## config.mk

```make
export PLATFORM = sky130hd
export DESIGN_NAME = csb_cmd_decoder
export DESIGN_NICKNAME = d
export VERILOG_FILES = /design/src/rtl/csb_cmd_pkg.sv /design/src/rtl/csb_cmd_decoder.sv
export VERILOG_INCLUDE_DIRS = /design/src /design/src/rtl
export SDC_FILE = /design/constraint.sdc
export NUM_CORES = 1
export LEC_CHECK = 0
export BUFFER_PORTS_ARGS = -buffer_cell sky130_fd_sc_hd__clkbuf_2
export CORE_ASPECT_RATIO = 1.2
export CORE_MARGIN = 2
export CORE_UTILIZATION = 51
export CTS_CLUSTER_DIAMETER = 50
export CTS_CLUSTER_SIZE = 12
export DETAILED_ROUTE_END_ITERATION = 8
export PLACE_DENSITY = 0.82
export REMOVE_ABC_BUFFERS = 1
export SETUP_SLACK_MARGIN = 0.5
export SLEW_MARGIN = 20
export SYNTH_ARGS = -nofsm -noshare
export SYNTH_HDL_FRONTEND = slang
export SYNTH_SLANG_ARGS = --single-unit
```

## constraint.sdc

```tcl
create_clock -name clk -period 4.3 [get_ports clk]
set_clock_uncertainty 0.2 [all_clocks]
set_input_delay 0.43 -clock clk [delete_from_list [all_inputs] [get_ports clk]]
set_output_delay 0.43 -clock clk [all_outputs]
set_load 0.03 [all_outputs]
```

## src/rtl/csb_defines.svh

```systemverilog
`ifndef CSB_DEFINES_SVH
`define CSB_DEFINES_SVH

// Host command words, FIFO words and addresses
`define CSB_WORD_W 32

// Signed sample, weight and bias width, taken from the low half of a word
`define CSB_SAMPLE_W 16

// Accumulator width
`define CSB_ACC_W 40

// Window slots in each engine input buffer
`define CSB_CREDITS 2

`endif
```

## src/rtl/csb_cmd_pkg.sv

```systemverilog
`include "csb_defines.svh"

package csb_cmd_pkg;

    // Five words make up one command
    localparam int CMD_WORDS = 5;

    typedef logic [2:0]             cmd_idx_t;  // Word position inside a command
    typedef logic [15:0]            cnt_t;      // Channel and output counts
    typedef logic [`CSB_WORD_W-1:0] addr_t;

    // Op type, bits 7..0 of word 0
    typedef enum logic [7:0] {
        OP_CONV1X1 = 8'd1,
        OP_CONV3X3 = 8'd2
    } op_e;

    // Decoded job, held for the whole run
    typedef struct packed {
        op_e   op;
        cnt_t  in_ch;     // Word 1 low half
        cnt_t  out_cnt;   // Word 1 high half
        addr_t w_base;    // Word 2
        addr_t d_base;    // Word 3
        addr_t wb_base;   // Word 4
    } job_t;

endpackage

```

## src/rtl/csb_cmd_decoder.sv

```systemverilog
`timescale 1ns/1ns
`include "csb_defines.svh"

module csb_cmd_decoder (
    input  logic                   clk,
    input  logic                   rst,
    input  logic                   cmd_fifo_empty,
    input  logic [`CSB_WORD_W-1:0] cmd,
    output logic                   cmd_fifo_rd_en,
    input  logic                   result_valid,
    output csb_cmd_pkg::job_t      job,
    output logic                   job_active,
    output logic                   irq
);

    csb_cmd_pkg::cmd_idx_t word_idx;    // Next word to capture
    logic                  rd_pending;  // Word shows up one cycle after the read
    csb_cmd_pkg::cnt_t     res_cnt;     // Results seen in this job
    logic                  last_word;

    // Only fetch between jobs, one read in flight
    assign cmd_fifo_rd_en = !job_active && !rd_pending && !cmd_fifo_empty;
    assign last_word = (word_idx == csb_cmd_pkg::cmd_idx_t'(csb_cmd_pkg::CMD_WORDS - 1));

    always_ff @(posedge clk) begin
        if (rst) begin
            word_idx   <= '0;
            rd_pending <= 1'b0;
            job_active <= 1'b0;
            res_cnt    <= '0;
            irq        <= 1'b0;
        end else begin
            irq        <= 1'b0;
            rd_pending <= cmd_fifo_rd_en;
            if (rd_pending) begin
                if (last_word) begin
                    word_idx   <= '0;
                    job_active <= 1'b1;     // All fields are in place now
                    res_cnt    <= '0;
                end else begin
                    word_idx <= word_idx + 3'd1;
                end
            end
            if (job_active && result_valid) begin
                if (res_cnt == job.out_cnt - 16'd1) begin
                    job_active <= 1'b0;     // Back to command fetch
                    irq        <= 1'b1;
                end else begin
                    res_cnt <= res_cnt + 16'd1;
                end
            end
        end
    end

    // Field capture from the word that just arrived
    always_ff @(posedge clk) begin
        if (rd_pending) begin
            case (word_idx)
                3'd0: job.op <= csb_cmd_pkg::op_e'(cmd[7:0]);
                3'd1: begin
                    job.in_ch   <= cmd[15:0];
                    job.out_cnt <= cmd[31:16];
                end
                3'd2: job.w_base  <= cmd;
                3'd3: job.d_base  <= cmd;
                3'd4: job.wb_base <= cmd;
                default: job <= job;
            endcase
        end
    end

endmodule

```

* Word level (Yosys, flattened, before mapping)
Index checks and enable logic that the tools add are counted.
W data, S select, Z words.
** Cells by class
- Reduce and logical (&&, ||, !) cells :: 13
- Muxes and demuxes :: 10
- Add/subtract/negate cells :: 3
- Bitwise logic cells :: 1
- Eq/ne operators :: 5
** Operators with widths (number)
- $mux W16 :: 4
- $add A16 B1 Y16 const B :: 1
- $eq A16 B16 Y1 :: 1
- $sub A16 B1 Y16 const B :: 1
- $reduce_and A2 Y1 :: 5
- $eq A3 B2 Y1 const B :: 2
- $mux W1 :: 5
- $add A3 B1 Y3 const B :: 1
- $eq A3 B1 Y1 const B :: 1
- $eq A3 B3 Y1 const B :: 1
- $logic_and A1 B1 Y1 :: 3
- $logic_not A1 Y1 :: 3
- $logic_not A3 Y1 :: 1
- $mux W3 :: 1
- $reduce_or A2 Y1 :: 1
- $not A1 Y1 :: 1
** Storage, ports and cells
- Word-level logic and storage cells :: 43
- Output and inout bits :: 139
- Register bits after elaboration :: 158

* Logic depth before layout (Yosys ltp)
Gate-level depths: netlist of the first run.
- Word-level depth :: 5
- Depth in mapped cells :: 11

* Least setup slack after synthesis of the first run
OpenSTA, ideal clock, no wires.
- Path type :: register -> register
- From :: register job[96] (netlist name)
- To :: register res_cnt[12]
- Buffers on the path :: 1
- Arrival :: 2.912 ns
- Path slack :: 1.068 ns
- Data required time :: 3.980 ns
- Library setup time :: 0.120 ns
- Period minus slack after synthesis :: 3.232 ns
- Stages on the path, launching flop included :: 12
- Path through :: edfxtp_1 > inv_1 > ha_1 > nor3b_2 > nand3_1 > xor2_1 > a221oi_1 > a21oi_1 > o21bai_4 > nor3b_4 > buf_6 > a211o_1
** On the way
- Longest elaborated chain between the ends :: 4
** RTL lines
- start: declaration :: line csb_cmd_decoder.sv:11 : output csb_cmd_pkg::job_t job,
- start signal: assignment :: line csb_cmd_decoder.sv:67 : default: job <= job;
- $sub A16 B1 Y16 :: line csb_cmd_decoder.sv:45 : if (res_cnt == job.out_cnt - 16'd1) begin
- $eq A16 B16 Y1 :: line csb_cmd_decoder.sv:45
- $mux W16 :: line csb_cmd_decoder.sv:45
- $mux W16 :: line csb_cmd_decoder.sv:44 : if (job_active && result_valid) begin
- end signal: assignment :: line csb_cmd_decoder.sv:49 : res_cnt <= res_cnt + 16'd1;
- end: declaration :: line csb_cmd_decoder.sv:18 : csb_cmd_pkg::cnt_t res_cnt;
No other way between the ends.
A chain may end at the register's enable or synchronous reset.

* Worst setup path in the final report of the first run
- From :: register job[96] (netlist name)
- To :: register res_cnt[2]
Same word-level chain as after synthesis.

==> run metrics, run 1 <==
result of the run=complete, no violations; Tcrit/Tclk final=78.5%; area delta synth->final=28.5%; Crit path required time=4.40 ns; first-pass GRT wire length=19,800 um; DPL Wire Length=8890 um; Inserted Clock Buffers=17; synthesized area per cell=16.9 sq um; max-cap violations=0; antenna violations before repair=1; post-route insts no fill=708; cell total after placement=slightly below 700; largest net degree at the start of global routing=37; synthesized-area fraction occupied by ao, oa, aoi and oai cells=5.97%; DR pass1 iterations=4; Yosys Warn Count=0; maximum achievable frequency=between 200 and 300 MHz; Startpoint Class=flip-flop; Worst Tran Pin Value=0.984 ns; TritonCTS clock tree=yes; DRC marker count from the first detailed-route iteration=312; cell leakage power=between 2 and 3 nW; number of library cell types mapped by synthesis=50; Net Switching=0.726 mW; Combinational Power Share=2.8%; power per standard cell area=432 mW/mm^2; area of the die=0.0124 sq mm; dominant synthesized flop cell=sky130_fd_sc_hd__edfxtp_1; worst reg2reg path depth=11; Core Rows=43; Synth Area in Adders=1.49%; share of final-layout standard cells stronger than drive strength 1=40.5%; cell at the root of the clock tree=sky130_fd_sc_hd__clkbuf_16; fraction of the mapped netlist area in simple logic gates=10.9%; worst-skew pair later-pin latency=approximately 0.4 ns; core footprint=0.0114 sq mm; top cell type's share of synthesized area=69.4%; Clock Sinks=158; Sw Share=22.2%; share of async-settable or async-resettable flops after synthesis=0%; XOR/XNOR Fraction of Synth Area=2.98%; Reg2Reg Launch Point=job[96]; final setup fails=0; routed wirelength normalized by instance count=18.5 um; post-synth top area cell=sky130_fd_sc_hd__edfxtp_1; drt via density=around 5.4; number of buffers on the longest clock path=2; grt total ovfl=0; post-route minimum period=3.37 ns; internal power summed over all cells=2.54 mW; multiplexer fraction of the synthesized cell area=less than 1%; timing startpoint of the critical path=job[96]; final antenna-violating net count=0; number of global-route vias before repair=3,779; H-tree lvl count=4; remaining routing DRC violations=0; total routed wirelength=13,100 um; worst min path class=in -> reg; combinational family with the most area after synthesis=simple AND/OR/NAND/NOR gates; Vias=~3,800; starting density of the core=51.6%; flops & latches, synth=approximately 160; critical setup path kind=reg -> reg; last element of the critical path=res_cnt[2]; Clock Pin Slew Worst Setup and Hold Paths=0.07 ns; proportion of power drawn by flip-flops and latches=51.6%; number of buffers added on ports=174; global router's overall resource usage=21.6%; I/O pin count=175; portion of total power attributed to the clock network=45.6%; Final nets=a little under 600; unrepaired setup endpoints after global routing=no; Post-Synthesis Cells=349; diode count=0; worst-case register-to-register setup slack=around 0.93 ns; horizontal extent of the die=slightly above 100 um; EDFF count, synth=between 100 and 150; worst relative slew slack=roughly 34%; routability congestion estimate=0.908; post-synthesis sequential area ratio=76.9%; final hold violation count=0; IR Drop Worst-Case VDD=0.351 mV; Die Ht=122 um; CP Capture Type=flip-flop; Mapped Area=0.00589 sq mm; post-route setup TNS=0 ns; worst hold slack across all endpoints=between 0.02 and 0.03 ns; highest fanout seen on the critical path=15; capture instance of the worst register-to-register path=res_cnt[2]; leading post-synthesis cells by cell area=sky130_fd_sc_hd__edfxtp_1 69%, sky130_fd_sc_hd__dfxtp_1 7.5%, sky130_fd_sc_hd__xnor2_1 2.1%; Slew Viols, Final=0; number of inserted filler cells in the final layout=approximately 800; Worst EP arrival=3.47 ns
-- power by group through the flow --
stage	clock, mW	sequential, mW	combinational (mW)
after detailed placement	0	1.72	0.0875
final	1.49	1.69	0.0911
after CTS	1.51	1.68	0.0887
after global routing	1.57	1.69	0.0976
after floorplan	0	1.74	0.0205
after global placement	0	1.72	0.0830
-- critical path, stage by stage, from the launching register on --
cell and delay [ns]:
sky130_fd_sc_hd__edfxtp_1 0.50, sky130_fd_sc_hd__inv_1 0.10, sky130_fd_sc_hd__ha_1 0.23, sky130_fd_sc_hd__nor3b_4 0.41
sky130_fd_sc_hd__nand3_1 0.22, sky130_fd_sc_hd__xor2_1 0.18, sky130_fd_sc_hd__a221oi_1 0.09, sky130_fd_sc_hd__a21oi_1 0.46
sky130_fd_sc_hd__o21bai_4 0.15, sky130_fd_sc_hd__nor3b_4 0.19, sky130_fd_sc_hd__buf_12 0.19, sky130_fd_sc_hd__a221o_1 0.34
-- routing by layer --
| metal | global-route usage, % | part of all wire, % | vias to the layer above |
|---|---|---|---|
| met5 | 0 | 0.084 | - |
| met3 | 7.75 | 6.9 | 28 |
| met4 | 9.08 | 2.5 | 2 |
| met2 | 35.2 | 52 | 140 |
| met1 | 26.1 | 38 | 1886 |
| li1 | - | - | 1737 |
-- cell type report --
cell class | instances | area [sq um] | share of cell area [%]
clock buffer | 17 | 425 | 5.62
clock inverter | 15 | 171 | 2.27
inverter | 7 | 26.3 | 0.347
multi-input combinational | 176 | 1300 | 17.2
sequential | 158 | 4520 | 59.8
tap | 157 | 196 | 2.60
timing repair buffer | 178 | 916 | 12.1
-- worst min path at each step --
| stage | from | endpoint | cells past startpoint |
|---|---|---|---|
| 5_1_grt | cmd[15] | job[15] | 1 |
| 3_5_place_dp | job_active | rd_pending | 1 |
| 2_1_floorplan | res_cnt[15] | res_cnt[15] | 1 |
| 6_report | cmd[15] | job[15] | 1 |
| 4_1_cts | cmd[15] | job[15] | 1 |
| 3_3_place_gp | job_active | rd_pending | 1 |
-- timing repair --
item,CTS,global route
setup endpoints to repair,0,15
setup buffers,0,1
gates resized for setup,0,1
hold buffers,1,0
hold endpoints to repair,1,0
-- through the flow --
step	instance area, sq um	power [mW]	utilization (%)	setup slack [ns]
5_1_grt	7560	3.35	66.3	0.649
3_3_place_gp	6930	1.80	60.8	0.923
3_5_place_dp	6930	1.81	60.8	0.708
4_1_cts	7540	3.28	66.1	0.695
6_report	7560	3.27	66.3	0.926
2_1_floorplan	5850	1.76	-	1.12
-- cells by family after synthesis --
kind of cell             after synthesis
multiplexers                           4
buffers and inverters                 15
AO/OA/AOI/OAI                         42
AND/OR/NAND/NOR                      103
adder cells (fa/ha/maj)                7
XOR/XNOR                              20
flip-flops                           158
-- placed cells by master, fill, tap and decap left out, types with 2 or more instances in the layout --
cell,instances
sky130_fd_sc_hd__xor2_1,6
sky130_fd_sc_hd__inv_6,5
sky130_fd_sc_hd__o21ai_0,6
sky130_fd_sc_hd__ha_1,7
sky130_fd_sc_hd__edfxtp_1,136
sky130_fd_sc_hd__nand2b_1,7
sky130_fd_sc_hd__nand3b_1,2
sky130_fd_sc_hd__a21o_1,3
sky130_fd_sc_hd__xnor2_1,14
sky130_fd_sc_hd__nand3_1,13
sky130_fd_sc_hd__a21oi_1,6
sky130_fd_sc_hd__buf_4,2
sky130_fd_sc_hd__mux2i_1,3
sky130_fd_sc_hd__nor4bb_1,3
sky130_fd_sc_hd__a221o_1,3
sky130_fd_sc_hd__clkbuf_16,17
sky130_fd_sc_hd__nor3_1,13
sky130_fd_sc_hd__nor3b_1,6
sky130_fd_sc_hd__inv_8,6
sky130_fd_sc_hd__nor4_4,2
sky130_fd_sc_hd__nor4_1,5
sky130_fd_sc_hd__and2_1,5
sky130_fd_sc_hd__nand2_1,10
sky130_fd_sc_hd__a31oi_1,5
sky130_fd_sc_hd__inv_1,7
sky130_fd_sc_hd__clkbuf_2,174
sky130_fd_sc_hd__a211o_1,8
sky130_fd_sc_hd__and3_1,5
sky130_fd_sc_hd__dfxtp_1,22
sky130_fd_sc_hd__nor3b_4,2
sky130_fd_sc_hd__nor2_1,17
sky130_fd_sc_hd__nor2b_1,3
-- state kept, by name, summed over array words and instances, names as in the netlist --
signal      cells
res_cnt        16
job           136
rd_pending      1
job_active      1
word_idx        3
irq             1
-- cell usage after synthesis (7+ instances only) --
| cell type | n |
|---|---|
| sky130_fd_sc_hd__a211o_1 | 8 |
| sky130_fd_sc_hd__dfxtp_1 | 22 |
| sky130_fd_sc_hd__edfxtp_1 | 136 |
| sky130_fd_sc_hd__ha_1 | 7 |
| sky130_fd_sc_hd__inv_1 | 7 |
| sky130_fd_sc_hd__nand2_1 | 10 |
| sky130_fd_sc_hd__nand2b_1 | 7 |
| sky130_fd_sc_hd__nand3_1 | 13 |
| sky130_fd_sc_hd__nor2_1 | 17 |
| sky130_fd_sc_hd__nor3_1 | 13 |
| sky130_fd_sc_hd__xnor2_1 | 14 |
Power figures use the tool's default switching activity.
==> run 2, diff against run 1 <==
clock period = 3.3 ns   (was 4.3 ns; I/O delays follow)
==> run 2 against run 1 <==
  * Critical path depth rose by 1
  * Setup slack got worse by 0.58 ns
  * Critical endpoint is now res_cnt[14]
  * Register-to-register slack got worse by 0.58 ns
  * Maximum frequency rose by 14%
  * Cell area rose by 8.2%
  * Highest routed layer unchanged
  * Non-clock buffer count rose by 53
  * Sequential share of layout area fell by 4.5 points
  * Final cell count rose by 7.5%
  * First-iteration DRC count fell by 9.9%
==> run metrics, run 2 (synthesis gave the netlist of run 1 again) <==
number of buffers added on ports=174; Crit path required time=3.40 ns; global router's overall resource usage=between 20% and 30%; cell at the root of the clock tree=sky130_fd_sc_hd__clkbuf_16; most used cells in the layout excluding fill and tap cells=174 x sky130_fd_sc_hd__clkbuf_2, 136 x sky130_fd_sc_hd__edfxtp_1, 34 x sky130_fd_sc_hd__dlygate4sd3_1; IR Drop Worst-Case VDD=0.462 mV; post-route insts no fill=761; total routed wirelength=15,000 um; Clock Sinks=158; post-route setup TNS=0 ns; drt via density=5.35; area of the die=0.0124 sq mm; largest net degree at the start of global routing=33; share of final-layout standard cells stronger than drive strength 1=41.4%; Final nets=634; DR pass1 iterations=4; Vias=around 4,000; Tcrit/Tclk final=89.6%; post-route minimum period=2.96 ns; core footprint=around 0.011 sq mm; Slew Viols, Final=0; global route hottest layer=met2; diode count=0; cell total after placement=688; global-route track usage on met2=42.2%; DPL Wire Length=9620 um; number of inserted filler cells in the final layout=742; starting density of the core=51.6%; Worst EP arrival=3.05 ns; Die Ht=122 um; cell count of the worst hold path=2; maximum achievable frequency=~340 MHz; biggest regs=job (136), res_cnt (16), word_idx (3); worst slack after detailed placement=0.260 ns; Clock Pin Slew Worst Setup and Hold Paths=approximately 0.070 ns; register ranked first by flip-flop count=job; CP Capture Type=flip-flop; number of flip-flops in the largest register=136; area delta synth->final=39.0%; horizontal extent of the die=102 um; critical setup path kind=reg -> reg; final antenna-violating net count=0; final hold violation count=0; power per standard cell area=543 mW/mm^2; Startpoint Class=flip-flop; worst min path class=in -> reg; Inserted Clock Buffers=17; H-tree lvl count=4; number of global-route vias before repair=~4,200; final setup fails=0; worst reg2reg path depth=12; worst-skew pair later-pin latency=0.41 ns; setup slack after layout=0.345 ns; routed wirelength normalized by instance count=19.7 um; routability congestion estimate=0.831; worst relative slew slack=41.0%; most common cell after layout, fill and taps aside=sky130_fd_sc_hd__clkbuf_2; highest fanout seen on the critical path=19; DRC marker count from the first detailed-route iteration=281; fraction of met3 tracks used by global routing=7.11%; grt total ovfl=0; unrepaired setup endpoints after global routing=yes; Worst Tran Pin Value=0.885 ns; cell leakage power=3.21 nW; number of buffers on the longest clock path=2; remaining routing DRC violations=0; result of the run=complete, no violations; antenna violations before repair=1; TritonCTS clock tree=yes; Core Rows=43; I/O pin count=175; GR Layer Usage met1=28.1%; first-pass GRT wire length=22,300 um; max-cap violations=0
[run 2: final cells by class]
cell class | count | area [sq um] | share of cell area [%]
multi-input combinational | 176 | 1380 | 16.8
clock buffer | 17 | 425 | 5.20
inverter | 7 | 26.3 | 0.321
tap | 157 | 196 | 2.40
clock inverter | 15 | 206 | 2.52
timing repair buffer | 231 | 1430 | 17.4
sequential | 158 | 4520 | 55.3
[run 2: metrics by stage]
| step | hold WS, ns | power [mW] | area (sq um) | utilization (%) |
|---|---|---|---|---|
| detailed placement | 0.319 | 2.36 | 7060 | 61.9 |
| finish | 0.186 | 4.44 | 8180 | 71.7 |
| global route | 0.196 | 4.54 | 8180 | 71.7 |
| CTS | 0.144 | 4.44 | 8120 | 71.2 |
| global placement | 0.312 | 2.35 | 7060 | 61.9 |
| floorplan | 0.202 | 2.29 | 5850 | - |
[run 2: worst max-delay path, stage by stage, from the launching register on]
cell	delay (ns)
sky130_fd_sc_hd__edfxtp_1	0.40
sky130_fd_sc_hd__buf_6	0.14
sky130_fd_sc_hd__buf_4	0.14
sky130_fd_sc_hd__nor4_2	0.20
sky130_fd_sc_hd__buf_4	0.19
sky130_fd_sc_hd__a21oi_1	0.08
sky130_fd_sc_hd__nor4_1	0.32
sky130_fd_sc_hd__and4_1	0.31
sky130_fd_sc_hd__o2111ai_4	0.16
sky130_fd_sc_hd__o21ai_4	0.19
sky130_fd_sc_hd__buf_12	0.16
sky130_fd_sc_hd__nor3_1	0.07
sky130_fd_sc_hd__a211o_1	0.28
[run 2: where the power goes]
part / switching (mW) / internal (mW)
combinational: 0.0941 / 0.0662
sequential: 0.0118 / 2.18
clock: 0.801 / 1.28
total: 0.907 / 3.53
[run 2: metal layers]
layer | routed length, um | share of wire [%]
met5 | 11 | 0.073
met4 | 393 | 2.6
met1 | 5310 | 35
met3 | 1090 | 7.3
met2 | 8170 | 55
[run 2: worst paths after layout]
check / from / end / slack [ns]
max: job[96] / res_cnt[14] / 0.34
min: rst / word_idx[1] / 0.19
max reg2reg: job[96] / res_cnt[14] / 0.34
min reg2reg: job_active / rd_pending / 0.33
[run 2: repair_timing]
action | in CTS | in global routing
setup buffers | 5 | 2
gates cloned | 0 | 0
gates resized for setup | 11 | 9
pin swaps | 4 | 3
hold buffers | 34 | 0
endpoints found under the hold margin | 138 | 0
setup endpoints to repair | 17 | 18
==> run 3, diff against run 2 <==
MAX_ROUTING_LAYER = met4   (was unset)
clock period = 3.33 ns   (was 3.3 ns; I/O delays follow)
==> run 3 against run 2 <==
  * Final cell count rose by 0.13%
  * Wire length decreased by 2.8%
  * Setup slack better by 0.040 ns
  * Utilization down 0.21 points
  * Global-route usage about the same
  * Via count up 0.39%
  * Register-to-register slack better by 0.04 ns
  * Maximum frequency grew 0.36%
  * Clock power decreased by 9%
  * Clock-buffer cell count increased by 2
  * Largest cell class unchanged
  * Highest routed layer is now met4
==> run metrics, run 3 (synthesis gave the netlist of run 1 again) <==
I/O pin count=between 150 and 200; Slew Viols, Final=0; worst min path class=in -> reg; first-pass GRT wire length=21,600 um; Slowest cell on crit path=sky130_fd_sc_hd__or4_4; cell at the root of the clock tree=sky130_fd_sc_hd__clkbuf_16; grt total ovfl=0; H-tree lvl count=4; Core Rows=between 40 and 50; area delta synth->final=38.6%; remaining routing DRC violations=0; final setup fails=0; core footprint=0.0114 sq mm; delay-heaviest family, CP=compound AO/OA/AOI/OAI gates; worst relative slew slack=41.0%; largest net degree at the start of global routing=33; post-route setup TNS=0 ns; capture instance of the worst register-to-register path=res_cnt[13]; result of the run=complete, no violations; horizontal extent of the die=102 um; worst-skew pair later-pin latency=0.41 ns; DRC marker count from the first detailed-route iteration=351; Startpoint Class=flip-flop; worst-case register-to-register setup slack=0.39 ns; highest fanout seen on the critical path=19; cell leakage power=approximately 3.2 nW; worst slack after detailed placement=0.222 ns; power per standard cell area=518 mW/mm^2; DPL Wire Length=9440 um; biggest regs=job (136), res_cnt (16), word_idx (3); Reg2Reg Launch Point=job[96]; Final nets=around 640; total routed wirelength=roughly 15,000 um; worst reg2reg path depth=10; maximum achievable frequency=340 MHz; Worst Tran Pin Value=about 0.88 ns; number of flip-flops in the largest register=roughly 140; area of the die=0.0124 sq mm; critical setup path kind=reg -> reg; Worst EP arrival=3.04 ns; Endpoint, Worst Hold=rd_pending; number of global-route vias before repair=slightly above 4,000; IR Drop Worst-Case VDD=0.551 mV; setup slack after layout=slightly below 0.4 ns; register ranked first by flip-flop count=job; unrepaired setup endpoints after global routing=yes; origin of the worst min-delay path=rst; number of buffers on the longest clock path=2; sum of met3 wire segment lengths after detailed routing=718 um; post-route minimum period=2.94 ns; DR pass1 iterations=5; TritonCTS clock tree=yes; worst path cell trace=buf_6 > or4_4 > o41ai_4 > a21oi_2 > nor4_4 > o2111ai_4 > o21ai_4 > buf_12 > nor3_1 > a211o_1; final hold violation count=0; max-cap violations=0; most common cell after layout, fill and taps aside=sky130_fd_sc_hd__clkbuf_2; largest incremental delay on the critical path=roughly 0.53 ns; global router's overall resource usage=approximately 24%; routed wirelength normalized by instance count=roughly 19 um; DRT met1 WL=5410 um; cell count of the worst hold path=2; Inserted Clock Buffers=17; Crit path required time=roughly 3.4 ns; Detail Route met2 WL=8060 um; Tcrit/Tclk final=88.4%; antenna violations before repair=1; highest routing layer actually used=met4; drt via density=5.36; routability congestion estimate=between 0.8 and 0.9; final antenna-violating net count=0; Clock Sinks=158; CP Capture Type=flip-flop; Die Ht=122 um; number of buffers added on ports=174; share of final-layout standard cells stronger than drive strength 1=approximately 41%; crit path buf inv count=2; Vias=4,085; Clock Pin Slew Worst Setup and Hold Paths=0.06 ns; starting density of the core=51.6%; most used cells in the layout excluding fill and tap cells=174 x sky130_fd_sc_hd__clkbuf_2, 136 x sky130_fd_sc_hd__edfxtp_1, 34 x sky130_fd_sc_hd__dlygate4sd3_1
run 3: cell count changes in the layout (fill, tap and decap cells not counted), sizes merged:
cell and delta:
inv -5, buf +2, clkbuf +2, clkinvlp +2, bufinv -1, diode +1
run 3: layer usage:
layer,vias to the layer above,global-route usage [%]
met5,-,-
met4,0,11.8
met3,38,5.34
met2,171,40.6
met1,2035,28.0
li1,1841,-
run 3: final cells by class:
type	instances	area, sq um
well taps	157	196
diodes	1	2.50
clock buffers	19	433
multi-input cells	176	1380
fillers	722	3250
flip-flops and latches	158	4520
inverters	7	26.3
clock inverters	11	143
repair buffers	233	1460
run 3: stage by stage:
step	cells	instance area, sq um	utilization, %	hold WS [ns]	power (mW)
5_1_grt	762	8160	71.5	0.140	4.32
4_1_cts	758	8120	71.2	0.119	4.24
3_3_place_gp	686	7060	61.9	0.314	2.33
3_5_place_dp	686	7060	61.9	0.320	2.34
2_1_floorplan	341	5850	-	0.205	2.27
6_report	762	8160	71.5	0.143	4.23
run 3: what timing repair did:
item | 4_1_cts | 5_1_grt
hold endpoints to repair | 138 | 0
pin swaps | 4 | 2
setup buffers | 8 | 3
hold buffers | 34 | 0
setup endpoints to repair | 17 | 18
gates resized for setup | 16 | 4
run 3: power breakdown:
| part | internal, mW | switching (mW) | leakage [nW] |
|---|---|---|---|
| Clock | 1.17 | 0.730 | 0.270 |
| Combinational | 0.0662 | 0.0901 | 1.52 |
| Sequential | 2.17 | 0.0115 | 1.40 |
run 3: worst max path at each step:
stage / slack, ns / to / from / depth (start not counted)
CTS: 0.39 / res_cnt[2] / job[96] / 10
detailed placement: 0.22 / res_cnt[3] / job[97] / 12
global route: 0.28 / res_cnt[2] / job[97] / 13
global placement: 0.35 / res_cnt[2] / job[97] / 12
finish: 0.39 / res_cnt[13] / job[96] / 10
floorplan: 0.15 / res_cnt[2] / job[96] / 10
